**src/design/morra_pkg.sv**
```systemverilog
package morra_pkg;

    // Field widths
    localparam int MOVE_W  = 2;
    localparam int COUNT_W = 5;    // Holds up to MIN_ROUNDS + 15 + 1

    typedef logic [MOVE_W-1:0] move_t;
    typedef logic [1:0]        result_t;

    // Player 1 round wins minus player 2 round wins
    typedef logic signed [2:0] lead_t;

    // Move codes
    localparam move_t MOVE_NONE     = 2'b00;
    localparam move_t MOVE_ROCK     = 2'b01;
    localparam move_t MOVE_PAPER    = 2'b10;
    localparam move_t MOVE_SCISSORS = 2'b11;

    // Round and game results share one encoding
    localparam result_t RES_NONE = 2'b00;
    localparam result_t RES_P1   = 2'b01;
    localparam result_t RES_P2   = 2'b10;
    localparam result_t RES_DRAW = 2'b11;

    // Base of the round limit, also the early-finish threshold
    localparam logic [COUNT_W-1:0] MIN_ROUNDS = 5'd4;

    localparam lead_t LEAD_WIN   = 3'sd3;    // Ends the game at once
    localparam lead_t LEAD_EARLY = 3'sd2;    // Ends it once MIN_ROUNDS are done

    // The move inputs seen as a pair during play,
    // or as one limit offset in the start cycle
    typedef union packed {
        move_t [1:0]         moves;     // [1] player 1, [0] player 2
        logic [2*MOVE_W-1:0] offset;
    } setup_u;

endpackage

```
**src/design/morra_top.sv**
```systemverilog
`timescale 1ns/1ps

module morra_top import morra_pkg::*; (
    input  logic    clk,
    input  logic    rst,
    input  logic    start,
    input  logic    play,
    input  move_t   move_1,
    input  move_t   move_2,
    output result_t round_result,
    output result_t game_result
);

    setup_u  setup;
    logic    round_valid;
    result_t round_winner;
    logic    min_reached;
    logic    limit_reached;

    // Player 1 in the upper half, also the limit offset on start
    assign setup = {move_1, move_2};

    round_referee u_referee (
        .clk          (clk),
        .rst          (rst),
        .start        (start),
        .play         (play),
        .setup        (setup),
        .round_valid  (round_valid),
        .round_winner (round_winner)
    );

    round_counter u_counter (
        .clk           (clk),
        .rst           (rst),
        .start         (start),
        .play          (play),
        .round_valid   (round_valid),
        .setup         (setup),
        .min_reached   (min_reached),
        .limit_reached (limit_reached)
    );

    score_fsm u_fsm (
        .clk           (clk),
        .rst           (rst),
        .start         (start),
        .play          (play),
        .round_valid   (round_valid),
        .min_reached   (min_reached),
        .limit_reached (limit_reached),
        .round_winner  (round_winner),
        .round_result  (round_result),
        .game_result   (game_result)
    );

endmodule

```
**src/design/round_counter.sv**
```systemverilog
`timescale 1ns/1ps

module round_counter import morra_pkg::*; (
    input  logic   clk,
    input  logic   rst,
    input  logic   start,
    input  logic   play,
    input  logic   round_valid,
    input  setup_u setup,
    output logic   min_reached,
    output logic   limit_reached
);

    logic [COUNT_W-1:0] count;        // Valid rounds played so far
    logic [COUNT_W-1:0] limit;
    logic [COUNT_W-1:0] count_next;   // Count including the current round

    assign count_next = count + COUNT_W'(1);

    // Flags look one round ahead so the FSM can end the game on this play
    assign min_reached   = count_next >= MIN_ROUNDS;
    assign limit_reached = count_next >= limit;

    always_ff @(posedge clk) begin
        if (rst) begin
            count <= '0;
            limit <= MIN_ROUNDS;
        end else if (start) begin
            count <= '0;
            limit <= MIN_ROUNDS + COUNT_W'(setup.offset);   // 4 to 19 rounds
        end else if (play && round_valid && count < limit) begin
            // Holds at the limit while idle after a game
            count <= count_next;
        end
    end

    count_within_limit: assert property (
        @(posedge clk) disable iff (rst)
        count <= limit
    );

endmodule

```
**src/design/round_referee.sv**
```systemverilog
`timescale 1ns/1ps

module round_referee import morra_pkg::*; (
    input  logic    clk,
    input  logic    rst,
    input  logic    start,
    input  logic    play,
    input  setup_u  setup,
    output logic    round_valid,
    output result_t round_winner
);

    move_t   p1_move;
    move_t   p2_move;
    result_t judged;        // Winner of the bare move pair
    logic    repeat_move;
    logic    take;

    // Memory for the repeat rule
    result_t prev_winner;   // RES_NONE after a draw or at game start
    move_t   prev_move;     // Move the previous winner won with

    assign p1_move = setup.moves[1];
    assign p2_move = setup.moves[0];

    // Paper > rock, rock > scissors, scissors > paper
    always_comb begin
        if (p1_move == p2_move) begin
            judged = RES_DRAW;
        end else if ((p1_move == MOVE_PAPER && p2_move == MOVE_ROCK) ||
                     (p1_move == MOVE_ROCK && p2_move == MOVE_SCISSORS) ||
                     (p1_move == MOVE_SCISSORS && p2_move == MOVE_PAPER)) begin
            judged = RES_P1;
        end else begin
            judged = RES_P2;
        end
    end

    // Previous winner may not reuse its winning move
    assign repeat_move = (prev_winner == RES_P1 && p1_move == prev_move) ||
                         (prev_winner == RES_P2 && p2_move == prev_move);

    assign round_valid  = (p1_move != MOVE_NONE) && (p2_move != MOVE_NONE) && !repeat_move;
    assign round_winner = round_valid ? judged : RES_NONE;

    assign take = play && round_valid && !start;

    always_ff @(posedge clk) begin
        if (rst || start) begin
            prev_winner <= RES_NONE;
        end else if (take) begin
            // A draw leaves nobody bound by the rule
            prev_winner <= (judged == RES_DRAW) ? RES_NONE : judged;
        end
    end

    // Winning move of the last counted round
    always_ff @(posedge clk) begin
        if (take) begin
            prev_move <= (judged == RES_P2) ? p2_move : p1_move;
        end
    end

    // A play with a missing move is not counted, so the memory stays put
    no_move_never_valid: assert property (
        @(posedge clk) disable iff (rst)
        (play && !start && (p1_move == MOVE_NONE || p2_move == MOVE_NONE))
            |=> (prev_winner == $past(prev_winner))
    );

endmodule

```
**src/design/score_fsm.sv**
```systemverilog
`timescale 1ns/1ps

module score_fsm import morra_pkg::*; (
    input  logic    clk,
    input  logic    rst,
    input  logic    start,
    input  logic    play,
    input  logic    round_valid,
    input  logic    min_reached,
    input  logic    limit_reached,
    input  result_t round_winner,
    output result_t round_result,
    output result_t game_result
);

    // Idle plus seven lead states from -3 to +3
    logic    active;         // Low while idle
    lead_t   lead;
    lead_t   lead_next;
    lead_t   lead_abs;
    logic    game_over;
    result_t final_result;
    logic    scored;

    // A play only counts inside a game
    assign scored = play && active && round_valid;

    always_comb begin
        case (round_winner)
            RES_P1:  lead_next = lead + 3'sd1;
            RES_P2:  lead_next = lead - 3'sd1;
            default: lead_next = lead;    // Draw keeps the lead
        endcase
    end

    assign lead_abs = (lead_next < 3'sd0) ? -lead_next : lead_next;

    // End-of-game rules after this round
    assign game_over = (lead_abs == LEAD_WIN) ||
                       (lead_abs >= LEAD_EARLY && min_reached) ||
                       limit_reached;

    always_comb begin
        if (lead_next > 3'sd0) begin
            final_result = RES_P1;
        end else if (lead_next < 3'sd0) begin
            final_result = RES_P2;
        end else begin
            final_result = RES_DRAW;
        end
    end

    always_ff @(posedge clk) begin
        if (rst) begin
            active       <= 1'b0;
            lead         <= '0;
            round_result <= RES_NONE;
            game_result  <= RES_NONE;
        end else if (start) begin
            // Restart from any state, a play in this cycle is dropped
            active       <= 1'b1;
            lead         <= '0;
            round_result <= RES_NONE;
            game_result  <= RES_NONE;
        end else if (scored) begin
            round_result <= round_winner;
            if (game_over) begin
                active      <= 1'b0;
                lead        <= '0;
                game_result <= final_result;
            end else begin
                lead        <= lead_next;
                game_result <= RES_NONE;
            end
        end else begin
            // Results last a single cycle
            round_result <= RES_NONE;
            game_result  <= RES_NONE;
        end
    end

    game_has_round: assert property (
        @(posedge clk) disable iff (rst)
        (game_result != RES_NONE) |-> (round_result != RES_NONE)
    );

endmodule

```
**config.mk**
```make
export PLATFORM = sky130hd
export DESIGN_NAME = morra_top
export DESIGN_NICKNAME = d
export VERILOG_FILES = /design/src/design/morra_pkg.sv /design/src/design/morra_top.sv /design/src/design/round_counter.sv /design/src/design/round_referee.sv /design/src/design/score_fsm.sv
export SDC_FILE = /design/constraint.sdc
export NUM_CORES = 1
export LEC_CHECK = 0
export BUFFER_PORTS_ARGS = -buffer_cell sky130_fd_sc_hd__buf_2
export CORE_MARGIN = 1
export CORE_UTILIZATION = 50
export CTS_CLUSTER_DIAMETER = 100
export DETAILED_ROUTE_END_ITERATION = 8
export PLACE_DENSITY = 0.78
export REMOVE_ABC_BUFFERS = 1
export SYNTH_ARGS = -nofsm -noshare
export SYNTH_HDL_FRONTEND = slang
export SYNTH_SLANG_ARGS = --single-unit
```
**constraint.sdc**
```tcl
create_clock -name clk -period 3.2 [get_ports clk]
set_input_delay 0.16 -clock clk [delete_from_list [all_inputs] [get_ports clk]]
set_output_delay 0.16 -clock clk [all_outputs]
set_load 0.02 [all_outputs]
```
* Word-level counts from Yosys, hierarchy flattened
Index checks and enable logic that the tools add are counted.
** Storage, ports and cells
- Flip-flop bits (word level) :: 22
- Input bits :: 8
- Output and inout port bits :: 4
- Word-level logic and storage cells :: 81
** Operators by class
- Add/sub/neg operators :: 5
- $lt $le $gt $ge :: 6
- Equality and inequality tests :: 16
- Multiplexer cells :: 13
- Bitwise gates (word level) :: 2
- Reduce and logical (&&, ||, !) cells :: 30
** Operators with widths (count)
- equality test 2 bit, second input constant :: 8
- logical AND 1 bit :: 13
- 2-to-1 mux 2 bit :: 5
- equality test 2 x 1 -> 1 bit, second input constant :: 4
- nonzero test 2 bit :: 4
- equality test 2 bit :: 3
- logical OR 1 bit :: 6
- 2-to-1 mux 3 bit :: 2
- case mux 3 bit (2 select lines) :: 1
- adder 3 x 4 -> 5 bit, first input constant :: 1
- adder 5 x 1 -> 5 bit, second input constant :: 1
- greater-or-equal comparator 5 x 3 -> 1 bit, second input constant :: 1
- greater-or-equal comparator 5 bit :: 1
- less-than comparator 5 bit :: 1
- 2-to-1 mux 1 bit :: 5
- OR reduction 5 bit :: 1
- OR reduction 4 bit :: 1
- adder 3 x 2 -> 3 bit, second input constant :: 1
- equality test 3 bit, second input constant :: 1
- greater-or-equal comparator 3 bit, second input constant :: 1
- > comparator 3 x 1 -> 1 bit, second input constant :: 1
- less-than comparator 3 x 1 -> 1 bit, second input constant :: 1
- negation 3 bit :: 1
- OR reduction 3 bit :: 1
- 5 further kinds :: 7

* Depth between registers and ports, before layout
Gate-level depths: netlist of run 1.
- Word-level depth :: 18
- Depth in mapped cells :: 18
- Gate-level depth less buffers :: 18

* Cells and area by module
From an unflattened synthesis of run 1, not the netlist that was laid out.
** Unflattened totals
- Cell total of the unflattened synthesis :: 188
- Area, all modules :: 1622.8 µm²
** By module, submodules not included
- round_counter :: instances 1, cells each 78, area each 711.9 µm², sequential area each 200.2 µm²
- score_fsm :: instances 1, cells each 58, area each 475.5 µm², sequential area each 160.2 µm²
- round_referee :: instances 1, cells each 52, area each 435.4 µm², sequential area each 100.1 µm²

* Worst setup path after synthesis of run 1
Ideal clock, no wire load.
- Path type :: flip-flop to flip-flop
- From :: reg u_referee.prev_move[1]
- To :: reg u_fsm.active
- Setup time :: 0.079 ns
- Arrival :: 3.226 ns
- Data required time :: 3.121 ns
- Slack :: -0.105 ns
- Cell stages (with the launch flop) :: 16
- Buffers on the path :: 1
- Period minus slack after synthesis :: 3.305 ns
- Cell sequence :: edfxtp_1 -> and3_1 -> o221ai_2 -> nand3_1 -> buf_4 -> or2_1 -> ha_1 -> inv_1 -> fa_1 -> mux2_2 -> ha_1 -> nand2b_1 -> a21oi_1 -> a311oi_2 -> o21bai_2 -> a211oi_2
** On the way
- Cells in the longest elaborated chain, start to end :: 16
- Elaborated cells on any way between the ends :: 23
- Classes of those cells :: add/sub: 1; order compare: 2; eq/ne: 5; mux: 3; reduce/logical: 12
** RTL lines
- from (decl) :: line round_referee.sv:21 : move_t prev_move;
- from (signal assigned) :: line round_referee.sv:60 : prev_move <= (judged == RES_P2) ? p2_move : p1_move;
- equality test 2 bit, on equally long branches :: line round_referee.sv:40, round_referee.sv:41
- logical AND 1 bit, on equally long branches :: line round_referee.sv:40, round_referee.sv:41
- logical OR 1 bit * :: line round_referee.sv:40 : assign repeat_move = (prev_winner == RES_P1 && p1_move == prev_move) ||
- logical NOT 1 bit * :: line round_referee.sv:43 : assign round_valid = (p1_move != MOVE_NONE) && (p2_move != MOVE_NONE) && !repeat_move;
- logical AND 1 bit * :: line round_referee.sv:43
- 2-to-1 mux 2 bit :: line round_referee.sv:44 : assign round_winner = round_valid ? judged : RES_NONE;
- equality test 2 bit or equality test 2 x 1 -> 1 bit (tied branches) :: line score_fsm.sv:29 : case (round_winner)
- case mux 3 bit (2 select lines) :: line score_fsm.sv:29
- negation 3 bit or less-than comparator 3 x 1 -> 1 bit (tied branches) :: line score_fsm.sv:36 : assign lead_abs = (lead_next < 3'sd0) ? -lead_next : lead_next;
- 2-to-1 mux 3 bit :: line score_fsm.sv:36
- greater-or-equal comparator 3 bit :: line score_fsm.sv:40 : (lead_abs >= LEAD_EARLY && min_reached) ||
- logical AND 1 bit :: line score_fsm.sv:40
- logical OR 1 bit :: line score_fsm.sv:39 : assign game_over = (lead_abs == LEAD_WIN) ||
- logical OR 1 bit :: line score_fsm.sv:40
- nonzero test 2 bit (no line)
- AND reduction 2 bit (no line) *
- to (signal assigned) :: line score_fsm.sv:55 : active <= 1'b0;
- to (signal assigned) :: line score_fsm.sv:61 : active <= 1'b1;
- to (signal assigned) :: line score_fsm.sv:68 : active <= 1'b0;
- to (decl) :: line score_fsm.sv:17 : logic active;
Every way passes the cells marked *; elsewhere a longest branch is shown, timed or not.
A chain may end at the register's enable or synchronous reset.

* Worst setup path after layout of run 1
- From :: reg u_referee.prev_move[1]
- To :: reg u_fsm.game_result[0]
** On the way
- Cells in the longest elaborated chain, start to end :: 16
- Elaborated cells on any way between the ends :: 26
- Classes of those cells :: add/sub: 1; order compare: 3; eq/ne: 5; mux: 5; bitwise: 2; reduce/logical: 10
** RTL lines
- equality test 2 bit, on equally long branches :: line round_referee.sv:40, round_referee.sv:41
- logical AND 1 bit, on equally long branches :: line round_referee.sv:40, round_referee.sv:41
- logical OR 1 bit * :: line round_referee.sv:40
- logical NOT 1 bit * :: line round_referee.sv:43
- logical AND 1 bit * :: line round_referee.sv:43
- 2-to-1 mux 2 bit :: line round_referee.sv:44
- equality test 2 bit or equality test 2 x 1 -> 1 bit (tied branches) :: line score_fsm.sv:29
- case mux 3 bit (2 select lines) :: line score_fsm.sv:29
- negation 3 bit or less-than comparator 3 x 1 -> 1 bit (tied branches) :: line score_fsm.sv:36, score_fsm.sv:46
- 2-to-1 mux 3 bit :: line score_fsm.sv:36
- greater-or-equal comparator 3 bit :: line score_fsm.sv:40
- logical AND 1 bit :: line score_fsm.sv:40
- logical OR 1 bit :: line score_fsm.sv:39
- logical OR 1 bit :: line score_fsm.sv:40
- NOT 1 bit (no line)
- OR reduction 4 bit (no line)
- to (signal assigned) :: line score_fsm.sv:70 : game_result <= final_result;
- to (decl) :: line score_fsm.sv:13 : output result_t game_result
Marks and branches as above.

==> results of run 1 <==
==> through the flow <==
stage / TNS, ns / setup slack [ns] / cell area, um2
after floorplan: -0.7161 / -0.1812 / 1519
after global placement: -0.2022 / -0.04961 / 1718
after detailed placement: -1.217 / -0.2497 / 1718
after CTS: 0 / 0.02086 / 1829
after global routing: -0.5368 / -0.1184 / 1872
final: -0.001792 / -0.001792 / 1872
==> power by group through the flow <==
stage          sequential (uW)  combinational (uW)  clock [uW]
2_1_floorplan              297                 110           0
3_3_place_gp               298                 165           0
3_5_place_dp               298                 173           0
4_1_cts                    292                 194         143
5_1_grt                    294                 229         151
6_report                   292                 210         137
==> cell type report <==
type                            instances  area, um2
Tap cell                               31      38.79
Fill cell                             234      980.9
Multi-Input combinational cell        132       1101
Inverter                               17      66.31
Timing Repair Buffer                   27      178.9
Sequential cell                        22      460.4
Clock buffer                            4      26.28
==> worst max-delay path by stage <==
stage	start	end	slack, ns	cells past startpoint
finish	u_referee.prev_move[1]$_DFFE_PP_	u_fsm.game_result[0]$_SDFF_PP0_	-0.002	14
global route	u_referee.prev_move[1]$_DFFE_PP_	u_fsm.game_result[0]$_SDFF_PP0_	-0.12	14
CTS	u_referee.prev_move[1]$_DFFE_PP_	u_fsm.lead[2]$_SDFFE_PP0P_	0.02	15
detailed placement	move_1[0]	u_fsm.active$_SDFFE_PP0P_	-0.25	18
global placement	move_1[0]	u_fsm.active$_SDFFE_PP0P_	-0.05	18
floorplan	u_referee.prev_move[1]$_DFFE_PP_	u_fsm.active$_SDFFE_PP0P_	-0.18	14
==> cells in the final DEF (no fill, tap or decap), types with 2 or more instances in the layout <==
cell type	netlist	routed
sky130_fd_sc_hd__nor3b_2	2	2
sky130_fd_sc_hd__inv_2	1	2
sky130_fd_sc_hd__o21a_1	2	2
sky130_fd_sc_hd__buf_2	2	11
sky130_fd_sc_hd__buf_4	2	15
sky130_fd_sc_hd__clkbuf_4	0	3
sky130_fd_sc_hd__xor2_1	6	6
sky130_fd_sc_hd__nand2_1	10	10
sky130_fd_sc_hd__xnor2_1	7	7
sky130_fd_sc_hd__mux2_2	3	2
sky130_fd_sc_hd__o22ai_2	0	2
sky130_fd_sc_hd__dfxtp_1	20	20
sky130_fd_sc_hd__nor3_1	3	3
sky130_fd_sc_hd__nor2b_1	3	2
sky130_fd_sc_hd__nand2b_1	2	2
sky130_fd_sc_hd__ha_4	0	3
sky130_fd_sc_hd__nand4b_1	2	2
sky130_fd_sc_hd__nand3_1	5	4
sky130_fd_sc_hd__a21oi_1	5	4
sky130_fd_sc_hd__o31ai_1	2	2
sky130_fd_sc_hd__ha_1	19	16
sky130_fd_sc_hd__inv_1	15	14
sky130_fd_sc_hd__edfxtp_1	2	2
sky130_fd_sc_hd__o21ai_1	2	2
sky130_fd_sc_hd__nor2_1	25	24
sky130_fd_sc_hd__nor4_1	3	3
sky130_fd_sc_hd__mux2i_1	6	6
sky130_fd_sc_hd__o21ai_0	4	3
==> registers in the layout, summed over array words and instances, names as in the netlist <==
register               flops
u_referee.prev_move        2
u_fsm.game_result          2
u_counter.limit            5
u_referee.prev_winner      2
u_counter.count            5
u_fsm.active               1
u_fsm.round_result         2
u_fsm.lead                 3
==> cells in the mapped netlist (2+ instances only) <==
cell	count
sky130_fd_sc_hd__o31ai_1	2
sky130_fd_sc_hd__buf_4	2
sky130_fd_sc_hd__nor2b_1	3
sky130_fd_sc_hd__ha_1	19
sky130_fd_sc_hd__nor3_1	3
sky130_fd_sc_hd__mux2i_1	6
sky130_fd_sc_hd__inv_1	15
sky130_fd_sc_hd__o21a_1	2
sky130_fd_sc_hd__mux2_2	3
sky130_fd_sc_hd__nand2_1	10
sky130_fd_sc_hd__a21oi_1	5
sky130_fd_sc_hd__o22ai_1	2
sky130_fd_sc_hd__xor2_1	6
sky130_fd_sc_hd__xnor2_1	7
sky130_fd_sc_hd__buf_2	2
sky130_fd_sc_hd__or2_1	2
sky130_fd_sc_hd__o21ai_1	2
sky130_fd_sc_hd__nand3_1	5
sky130_fd_sc_hd__o21ai_0	4
sky130_fd_sc_hd__edfxtp_1	2
sky130_fd_sc_hd__nand4b_1	2
sky130_fd_sc_hd__dfxtp_1	20
sky130_fd_sc_hd__nor3b_2	2
sky130_fd_sc_hd__nor2_1	25
sky130_fd_sc_hd__nand2b_1	2
sky130_fd_sc_hd__nor4_1	3
==> per-layer routing <==
metal | GRT usage [%] | routed length (um) | vias up
li1 | - | - | 663
met1 | 23.49 | 1445 | 621
met2 | 39.53 | 1634 | 30
met3 | 5.580 | 103 | 16
met4 | 8.014 | 113 | 0
met5 | 0 | 0 | -
==> repair_timing <==
action	4_1_cts	5_1_grt
setup endpoints to repair	6	6
pin swaps	7	6
gates resized for setup	14	10
endpoints found under the hold margin	0	0
buffers inserted	1	1
hold buffers	0	0
==> logic make-up (layout without fill, tap and decap cells) <==
| family | Yosys count | after routing | share of synthesized area, % |
|---|---|---|---|
| flops | 22 | 22 | 29.75 |
| fa+ha+maj | 20 | 20 | 16.65 |
| compound gates | 26 | 26 | 12.29 |
| simple gates | 64 | 64 | 21.91 |
| xor+xnor | 13 | 13 | 7.357 |
| mux | 9 | 9 | 6.063 |
| buf+inv | 22 | 48 | 5.981 |
==> impl_metrics.py, run 1 <==
metrics = {
    "cells_and_area": {
        "utilization_pct": 65.61,
        "final-instance-count-excl-fill": 233,
        "num_antenna_cells": 0,
        "post_route_cells_drive_above_1_share_pct": 28.71,
        "fin_nets": 231,
        "area_growth_syn_to_fin_pct": 20.94,
    },
    "status": {
        "status": "complete, but fails checks",
        "violations": "design-rule violations, negative setup slack",
    },
    "drt": {
        "remaining_drc_errors": 1,
        "postRouteWirelength_mm": 3.297,
        "drt_pre_antenna_iters": 6,
        "via_count": 1330,
        "first_iter_violations": 38,
        "ant_nets": 0,
        "viasPerCell": 5.708,
        "routedWlPerCell_um": 14.15,
    },
    "sta": {
        "finalHoldViolations": 0,
        "fin_worst_hold_slack_ns": 0.08137,
        "worst_slack_ns": -0.001792,
        "clock-skew-final_ns": 0.008263,
        "timing.final.setup_violations": 1,
        "finalMaxSlewViolations": 0,
        "worst_slew_margin_rel_pct": 65.25,
        "tightest_slew_ns": 0.5164,
        "post_route_clock_period_utilization_pct": 100.1,
        "unrepaired_setup_endpoints_after_global_routing": "yes",
        "timing.fmax_ghz": 0.3123,
        "post-route-min-period_ns": 3.202,
    },
    "yosys": {
        "yosys-top-cells-area": "sky130_fd_sc_hd__dfxtp_1 26%, sky130_fd_sc_hd__ha_1 15%, sky130_fd_sc_hd__nor2_1 6.1%",
        "count_of_cell_types_in_the_netlist": 46,
        "syn_inst": 176,
        "yosysTopAreaCellShare_pct": 25.87,
        "async_flop_share_pct": 0,
        "synth_area_mm2": 0.001548,
        "syn-mean-instance-area_um2": 8.794,
        "post-synth-top-area-cell": "sky130_fd_sc_hd__dfxtp_1",
        "warnings_from_yosys": 0,
        "prevailing_post_synth_register_cell": "sky130_fd_sc_hd__dfxtp_1",
        "yosysSeqAreaShare_pct": 29.75,
        "synth_edf_count": 2,
        "register_bit_count_reported_by_yosys": 22,
    },
    "critical_path": {
        "max_stage_delay_ns": 0.47,
        "crit_path_leading_delay_family": "simple AND/OR/NAND/NOR gates",
        "worstReg2RegStart": "u_referee.prev_move[1]$_DFFE_PP_",
        "worstSetupPathType": "reg2reg",
        "worst_path_max_delay_cell": "sky130_fd_sc_hd__edfxtp_1",
        "critPathRequiredTime_ns": 3.43,
        "crit_path_cell_trace": "and3_4, o221ai_4, nand3_2, or2_4, ha_4, inv_2, fa_1, mux2_4, ha_4, nand2b_1, a21oi_2, a311oi_2, o21bai_2, nor3b_2",
        "worstRegToRegCells": 14,
        "timing.critical_path.to_type": "flop",
        "r2r_end": "u_fsm.game_result[0]$_SDFF_PP0_",
        "rrSetupSlack_ns": -0.002,
        "path_buf_inv": 1,
        "timing.critical_path.fanout_max": 4,
        "critPathArrivalTime_ns": 3.43,
        "worst_setup_start_kind": "flop",
        "crit_path_frequent_cell": "sky130_fd_sc_hd__ha_4",
    },
    "clock_tree": {
        "h-tree-depth": 1,
        "cts_max_path_buffers": 2,
        "cts.root.buffer_cell": "sky130_fd_sc_hd__clkbuf_4",
        "cts_sinks": 22,
        "clkSlewWorstSetupHoldPaths_ns": 0.13,
        "numCtsBuffers": 3,
        "tritoncts": "built",
        "clk-insertion-delay-late_ns": 0.32,
    },
    "global_route": {
        "grt.total_usage_pct": 21.46,
        "via_count_of_the_first_global_routing_pass": 1296,
        "grt_pass1_wl_mm": 5.457,
        "initial_antenna_violation_count": 0,
        "largest_net_degree_at_the_start_of_global_routing": 13,
        "grt_remaining_overflow": 0,
    },
    "placed_design": {
        "placedCellCount": 227,
        "dp.final_hpwl_mm": 2.500,
        "gp_congestion": 0.9698,
        "port_buffers": 11,
    },
    "pwr": {
        "p_int_uw": 430.3,
        "vdd_drop_max_v": 0.0002574,
        "p_comb_share_pct": 32.8,
        "pwr-share-seq_pct": 45.7,
        "leakage_power_uw": 0.0008245,
        "total_power_uw": 639.6,
        "sw_frac_of_total_pct": 32.72,
        "clkPwrFrac_pct": 21.5,
        "power_density_mw_per_mm2": 341.7,
        "power.switching_uw": 209.3,
    },
    "worst_hold_path": {
        "whs_path_depth": 2,
        "hold_end": "u_fsm.active$_SDFFE_PP0P_",
        "timing.hold.worst.start": "rst",
        "min_path_type": "in2reg",
    },
    "floorplan": {
        "floorplan.initialDensity_pct": 54.25,
        "top_level_ports": 12,
        "die_width_um": 57.64,
        "core.rowCount": 19,
        "die_y_um": 57.64,
        "dieArea_mm2": 0.003322,
        "floorplan.core_area_mm2": 0.002853,
    },
    "job": {
        "drv_cap": 0,
    },
}
Note: power is estimated with default switching activity, not from simulation.
==> run 2: changes to the inputs <==
--- a/config.mk
+++ b/config.mk
@@ -10,6 +10,7 @@
 export CORE_UTILIZATION = 50
 export CTS_CLUSTER_DIAMETER = 100
 export DETAILED_ROUTE_END_ITERATION = 8
+export MAX_ROUTING_LAYER = met4
 export PLACE_DENSITY = 0.78
 export REMOVE_ABC_BUFFERS = 1
 export SYNTH_ARGS = -nofsm -noshare
==> run 2 against run 1 <==
Against the previous run: the flow finishes with violations (design-rule violations); fmax up 0.13%; core utilization unchanged; sequential share of layout area unchanged; final cell count unchanged; largest cell class unchanged; highest routed layer unchanged.
==> impl_metrics.py, run 2 (synthesis results as in run 1) <==
metrics = {
    "clock_tree": {
        "clkSlewWorstSetupHoldPaths_ns": 0.13,
        "h-tree-depth": 1,
        "numCtsBuffers": 3,
        "clk-insertion-delay-late_ns": 0.32,
        "cts_sinks": 22,
        "cts_max_path_buffers": 2,
        "tritoncts": "built",
        "cts.hold.buffers_added": 0,
        "cts.root.buffer_cell": "sky130_fd_sc_hd__clkbuf_4",
    },
    "critical_path": {
        "worst_setup_start_kind": "flop",
        "worstSetupPathType": "reg2reg",
        "timing.critical_path.to_type": "flop",
        "worstRegToRegCells": 14,
        "timing.critical_path.fanout_max": 4,
        "critPathRequiredTime_ns": 3.43,
        "critPathArrivalTime_ns": 3.42,
    },
    "job": {
        "drv_cap": 0,
    },
    "cells_and_area": {
        "multi_input_area_mm2": 0.001101,
        "filler_cell_count": 234,
        "postLayoutCellArea_mm2": 0.001872,
        "area_growth_syn_to_fin_pct": 20.94,
        "fin_nets": 231,
        "num_antenna_cells": 0,
        "utilization_pct": 65.61,
        "post_route_cells_drive_above_1_share_pct": 28.71,
        "seqCellArea_um2": 460.4,
        "layout_commonest_cell": "sky130_fd_sc_hd__nor2_1",
        "layout_top_registers": "u_counter.count x5, u_counter.limit x5, u_fsm.lead x3",
        "most-common-layout-cells": "24 x sky130_fd_sc_hd__nor2_1, 20 x sky130_fd_sc_hd__dfxtp_1, 16 x sky130_fd_sc_hd__ha_1",
    },
    "global_route": {
        "via_count_of_the_first_global_routing_pass": 1296,
        "initial_antenna_violation_count": 0,
        "grt_remaining_overflow": 0,
        "grt.total_usage_pct": 22.12,
        "largest_net_degree_at_the_start_of_global_routing": 13,
        "grt_pass1_wl_mm": 5.457,
    },
    "drt": {
        "first_iter_violations": 36,
        "drt_pre_antenna_iters": 6,
        "ant_nets": 0,
        "viasPerCell": 5.614,
        "routedWlPerCell_um": 14.08,
        "via_count": 1308,
        "remaining_drc_errors": 1,
        "postRouteWirelength_mm": 3.280,
    },
    "placed_design": {
        "pre_cts_ws_ns": -0.2497,
        "gp_congestion": 0.9878,
        "dp.final_hpwl_mm": 2.500,
        "port_buffers": 11,
        "postPlaceCellArea_mm2": 0.001718,
    },
    "sta": {
        "timing.fmax_ghz": 0.3127,
        "timing.final.setup_violations": 0,
        "tightest_slew_ns": 0.5039,
        "post_route_clock_period_utilization_pct": 99.92,
        "unrepaired_setup_endpoints_after_global_routing": "yes",
        "worst_slew_margin_rel_pct": 66.10,
        "finalMaxSlewViolations": 0,
        "fin_worst_hold_slack_ns": 0.08021,
        "finalHoldViolations": 0,
        "worst_slack_ns": 0.002466,
        "clock-skew-final_ns": 0.009305,
        "post-route-min-period_ns": 3.198,
    },
    "floorplan": {
        "floorplan.initialDensity_pct": 54.25,
        "dieArea_mm2": 0.003322,
        "core.rowCount": 19,
        "die_width_um": 57.64,
        "die_y_um": 57.64,
        "top_level_ports": 12,
        "floorplan.core_area_mm2": 0.002853,
    },
    "worst_hold_path": {
        "whs_path_depth": 2,
        "min_path_type": "in2reg",
    },
    "pwr": {
        "vdd_drop_max_v": 0.0002576,
        "leakage_power_uw": 0.0008245,
        "total_power_uw": 639.2,
        "power_density_mw_per_mm2": 341.5,
    },
    "status": {
        "violations": "design-rule violations",
        "status": "complete, but fails checks",
    },
}
run 2: cell counts in the layout (fill, tap and decap cells not counted):
Identical to the previous run, type by type.
run 2: layer usage:
| metal | routed length (um) | GRT usage, % | share of wire [%] |
|---|---|---|---|
| met4 | 100 | 8.014 | 3.0 |
| met2 | 1649 | 39.53 | 50 |
| met3 | 114 | 5.580 | 3.5 |
| met1 | 1416 | 23.49 | 43 |
| met5 | 0 | - | 0 |
run 2: through the flow:
stage                     cells  TNS [ns]
after floorplan             171   -0.7161
after global placement      227   -0.2022
after detailed placement    227    -1.217
after CTS                   232         0
after global routing        233   -0.5368
final                       233         0
run 2: final cells by class:
type / count / area share, %
clock buffers: 4 / 1.404
inverters: 17 / 3.543
repair buffers: 27 / 9.559
multi-input cells: 132 / 58.82
flip-flops and latches: 22 / 24.60
well taps: 31 / 2.072
run 2: worst max-delay path: stages (launching register included):
cell	delay (ns)
sky130_fd_sc_hd__edfxtp_1	0.47
sky130_fd_sc_hd__and3_4	0.22
sky130_fd_sc_hd__o221ai_4	0.15
sky130_fd_sc_hd__nand3_2	0.11
sky130_fd_sc_hd__or2_4	0.26
sky130_fd_sc_hd__ha_4	0.17
sky130_fd_sc_hd__inv_2	0.04
sky130_fd_sc_hd__fa_1	0.39
sky130_fd_sc_hd__mux2_4	0.31
sky130_fd_sc_hd__ha_4	0.24
sky130_fd_sc_hd__nand2b_1	0.09
sky130_fd_sc_hd__a21oi_2	0.04
sky130_fd_sc_hd__a311oi_2	0.28
sky130_fd_sc_hd__o21bai_2	0.17
sky130_fd_sc_hd__nor3b_2	0.18
run 2: where the power goes:
part           internal (uW)  switching (uW)  total (uW)
clock                   48.8            88.5         137
sequential               286            6.07         292
combinational           95.1             114         210
total                    430             209         639
run 2: final timing paths:
kind | startpoint | end | slack (ns)
min | rst | u_fsm.active$_SDFFE_PP0P_ | 0.08
min reg2reg | u_counter.limit[2]$_SDFFE_PP1P_ | u_counter.limit[2]$_SDFFE_PP1P_ | 0.50
max reg2reg | u_referee.prev_move[1]$_DFFE_PP_ | u_fsm.game_result[0]$_SDFF_PP0_ | 0.002
max | u_referee.prev_move[1]$_DFFE_PP_ | u_fsm.game_result[0]$_SDFF_PP0_ | 0.002
run 2: what timing repair did:
item | CTS | global route
buffers inserted | 1 | 1
setup endpoints to repair | 6 | 6
pin swaps | 7 | 6
resized for setup | 14 | 10
==> run 3: changes to the inputs <==
--- a/config.mk
+++ b/config.mk
@@ -5,6 +5,7 @@
 export SDC_FILE = /design/constraint.sdc
 export NUM_CORES = 1
 export LEC_CHECK = 0
+export ABC_AREA = 1
 export BUFFER_PORTS_ARGS = -buffer_cell sky130_fd_sc_hd__buf_2
 export CORE_MARGIN = 1
 export CORE_UTILIZATION = 50
==> run 3 against run 2 <==
Against the previous run: final cell count rose by 6.4%; fmax rose by 5.2%; the run now ends clean; via count fell by 0.23%; first-iteration DRC count rose by 36%; register-to-register slack improved by 0.16 ns; routed wire length fell by 8.2%; sequential power barely moved; clock skew fell by 0.0080 ns; combinational power fell by 5%.
==> impl_metrics.py, run 3 <==
metrics = {
    "status": {
        "status": "complete, no violations",
    },
    "pwr": {
        "pwr-share-seq_pct": 43.8,
        "p_comb_share_pct": 29.6,
        "p_int_uw": 459.5,
        "vdd_drop_max_v": 0.0002758,
        "clkPwrFrac_pct": 26.6,
        "sw_frac_of_total_pct": 31.68,
        "power.switching_uw": 213.1,
        "power_density_mw_per_mm2": 399.7,
        "leakage_power_uw": 0.0008296,
    },
    "floorplan": {
        "floorplan.initialDensity_pct": 53.70,
        "floorplan.core_area_mm2": 0.002805,
        "die_width_um": 56.89,
        "core.rowCount": 19,
        "top_level_ports": 12,
        "dieArea_mm2": 0.003236,
        "die_y_um": 56.89,
    },
    "yosys": {
        "async_flop_share_pct": 0,
        "yosysSeqAreaShare_pct": 30.56,
        "register_bit_count_reported_by_yosys": 22,
        "syn_inst": 199,
        "prevailing_post_synth_register_cell": "sky130_fd_sc_hd__dfxtp_1",
        "yosys-top-cells-area": "sky130_fd_sc_hd__dfxtp_1 27%, sky130_fd_sc_hd__ha_1 16%, sky130_fd_sc_hd__nand2_1 7.7%",
        "synth_area_mm2": 0.001506,
        "synth_top_cells_by_count": "31 x sky130_fd_sc_hd__nand2_1, 25 x sky130_fd_sc_hd__inv_1, 20 x sky130_fd_sc_hd__a21oi_1, 20 x sky130_fd_sc_hd__dfxtp_1, 19 x sky130_fd_sc_hd__ha_1",
        "warnings_from_yosys": 0,
        "synth_edf_count": 2,
        "syn-mean-instance-area_um2": 7.570,
        "count_leader_synth": "sky130_fd_sc_hd__nand2_1",
        "yosysTopAreaCellShare_pct": 26.58,
        "post-synth-top-area-cell": "sky130_fd_sc_hd__dfxtp_1",
        "count_of_cell_types_in_the_netlist": 31,
    },
    "clock_tree": {
        "cts_sinks": 22,
        "clk-insertion-delay-late_ns": 0.30,
        "numCtsBuffers": 3,
        "cts.hold.buffers_added": 0,
        "clkSlewWorstSetupHoldPaths_ns": 0.12,
        "tritoncts": "built",
        "cts.root.buffer_cell": "sky130_fd_sc_hd__clkbuf_4",
        "cts_max_path_buffers": 2,
        "h-tree-depth": 1,
    },
    "sta": {
        "clock-skew-final_ns": 0.001275,
        "unrepaired_setup_endpoints_after_global_routing": "yes",
        "worst_slew_margin_rel_pct": 60.98,
        "tightest_slew_ns": 0.5831,
        "fin_worst_hold_slack_ns": 0.08464,
        "finalMaxSlewViolations": 0,
        "post_route_clock_period_utilization_pct": 95.00,
        "finalHoldViolations": 0,
        "timing.fmax_ghz": 0.3290,
        "timing.final.setup_violations": 0,
        "post-route-min-period_ns": 3.040,
        "worst_slack_ns": 0.1600,
    },
    "critical_path": {
        "crit_path_frequent_cell": "sky130_fd_sc_hd__nand2_1",
        "worst_path_max_delay_cell": "sky130_fd_sc_hd__edfxtp_1",
        "path_buf_inv": 4,
        "worstRegToRegCells": 21,
        "worst_setup_start_kind": "flop",
        "critPathRequiredTime_ns": 3.41,
        "worstSetupPathType": "reg2reg",
        "crit_path_leading_delay_family": "adder cells",
        "critPathArrivalTime_ns": 3.25,
        "max_stage_delay_ns": 0.44,
        "critical_path_cell_count": 21,
        "timing.critical_path.fanout_max": 4,
        "timing.critical_path.to_type": "flop",
        "crit_path_cell_trace": "buf_4, nand2_1, nand2_1, nor3_2, nor2_2, o211ai_1, ha_2, inv_2, fa_1, nand2_1, o21a_1, inv_1, ha_1, inv_1, nor2_1, nand2_1, nand2_1, a21oi_2, nand2_1, nand3_2, nor2_1",
    },
    "job": {
        "drv_cap": 0,
    },
    "global_route": {
        "largest_net_degree_at_the_start_of_global_routing": 14,
        "initial_antenna_violation_count": 0,
        "grt_remaining_overflow": 0,
        "grt_pass1_wl_mm": 5.306,
        "grt.total_usage_pct": 20.80,
        "via_count_of_the_first_global_routing_pass": 1262,
    },
    "cells_and_area": {
        "final-instance-count-excl-fill": 248,
        "post_route_cells_drive_above_1_share_pct": 19.35,
        "fin_nets": 246,
        "multi_input_area_um2": 930.9,
        "area_growth_syn_to_fin_pct": 11.71,
        "layout_top_registers": "u_counter.count x5, u_counter.limit x5, u_fsm.lead x3",
        "num_antenna_cells": 0,
        "filler_cell_count": 250,
        "layout_commonest_cell": "sky130_fd_sc_hd__nand2_1",
        "most-common-layout-cells": "30 x sky130_fd_sc_hd__nand2_1, 25 x sky130_fd_sc_hd__inv_1, 20 x sky130_fd_sc_hd__dfxtp_1",
        "utilization_pct": 59.99,
        "seqCellArea_um2": 460.4,
    },
    "drt": {
        "viasPerCell": 5.262,
        "first_iter_violations": 49,
        "routedWlPerCell_um": 12.14,
        "via_count": 1305,
        "ant_nets": 0,
        "remaining_drc_errors": 0,
        "postRouteWirelength_mm": 3.011,
        "drt_pre_antenna_iters": 4,
    },
    "placed_design": {
        "dp.final_hpwl_mm": 2.344,
        "port_buffers": 11,
        "pre_cts_ws_ns": 0.006987,
        "placedCellCount": 241,
        "gp_congestion": 0.9475,
    },
    "worst_hold_path": {
        "min_path_type": "in2reg",
        "whs_path_depth": 3,
    },
}
## run 3: changes by cell type in the layout (fill, tap and decap cells not counted), sizes merged, moves of 6 or more
cell	change
o21ai	+9
nand3	+9
mux2i	-6
nand2	+24
buf	-12
a21oi	+17
inv	+15
## run 3: worst paths after layout
check | from | slack (ns) | to
min reg2reg | u_referee.prev_winner[1]$_SDFFE_PP0P_ | 0.50 | u_referee.prev_winner[1]$_SDFFE_PP0P_
max | u_referee.prev_move[0]$_DFFE_PP_ | 0.16 | u_fsm.game_result[0]$_SDFF_PP0_
max reg2reg | u_referee.prev_move[0]$_DFFE_PP_ | 0.16 | u_fsm.game_result[0]$_SDFF_PP0_
min | rst | 0.08 | u_counter.limit[2]$_SDFFE_PP1P_
## run 3: power by group through the flow
| stage | Combinational (uW) | Sequential (uW) | Clock, uW |
|---|---|---|---|
| 3_5_place_dp | 186 | 301 | 0 |
| 4_1_cts | 187 | 295 | 185 |
| 5_1_grt | 229 | 296 | 199 |
| 6_report | 199 | 295 | 179 |
| 3_3_place_gp | 184 | 300 | 0 |
| 2_1_floorplan | 140 | 300 | 0 |
## run 3: routing by layer
layer  share of wire, %  GRT usage (%)
met5                  0              -
met4               0.56          7.317
met3                4.0          2.304
met2                 46          32.10
met1                 49          28.17
## run 3: timing repair
item,in CTS,in global routing
buffers inserted,0,3
endpoints found under the setup margin,0,6
gates resized for setup,0,5
## run 3: worst reg2reg max path: cells and delay by family, from the launching register on
| family | cells | cell delay [ns] |
|---|---|---|
| fa+ha+maj | 3 | 0.93 |
| buf+inv | 4 | 0.28 |
| simple gates | 11 | 0.83 |
| compound gates | 3 | 0.45 |
| flops | 1 | 0.44 |
## run 3: layout make-up
cell class,count,area share [%]
Inverter,32,7.138
Sequential cell,22,27.36
Tap cell,31,2.305
Clock buffer,4,2.825
Timing Repair Buffer,15,5.056
Multi-Input combinational cell,144,55.32
## run 3: cell families after synthesis
| logic type | share of synthesized area, % |
|---|---|
| AND/OR/NAND/NOR | 25.17 |
| flip-flops | 30.56 |
| buffers and inverters | 8.721 |
| adder cells (fa/ha/maj) | 17.11 |
| AO/OA/AOI/OAI | 15.03 |
| XOR/XNOR | 3.406 |
## run 3: stage by stage
stage / total power [uW] / cell area, um2 / setup TNS [ns]
final: 672.6 / 1683 / 0
after detailed placement: 487.0 / 1597 / 0
after global placement: 484.7 / 1597 / 0
after global routing: 724.3 / 1683 / -0.1577
after floorplan: 439.8 / 1495 / 0
after CTS: 666.5 / 1644 / 0
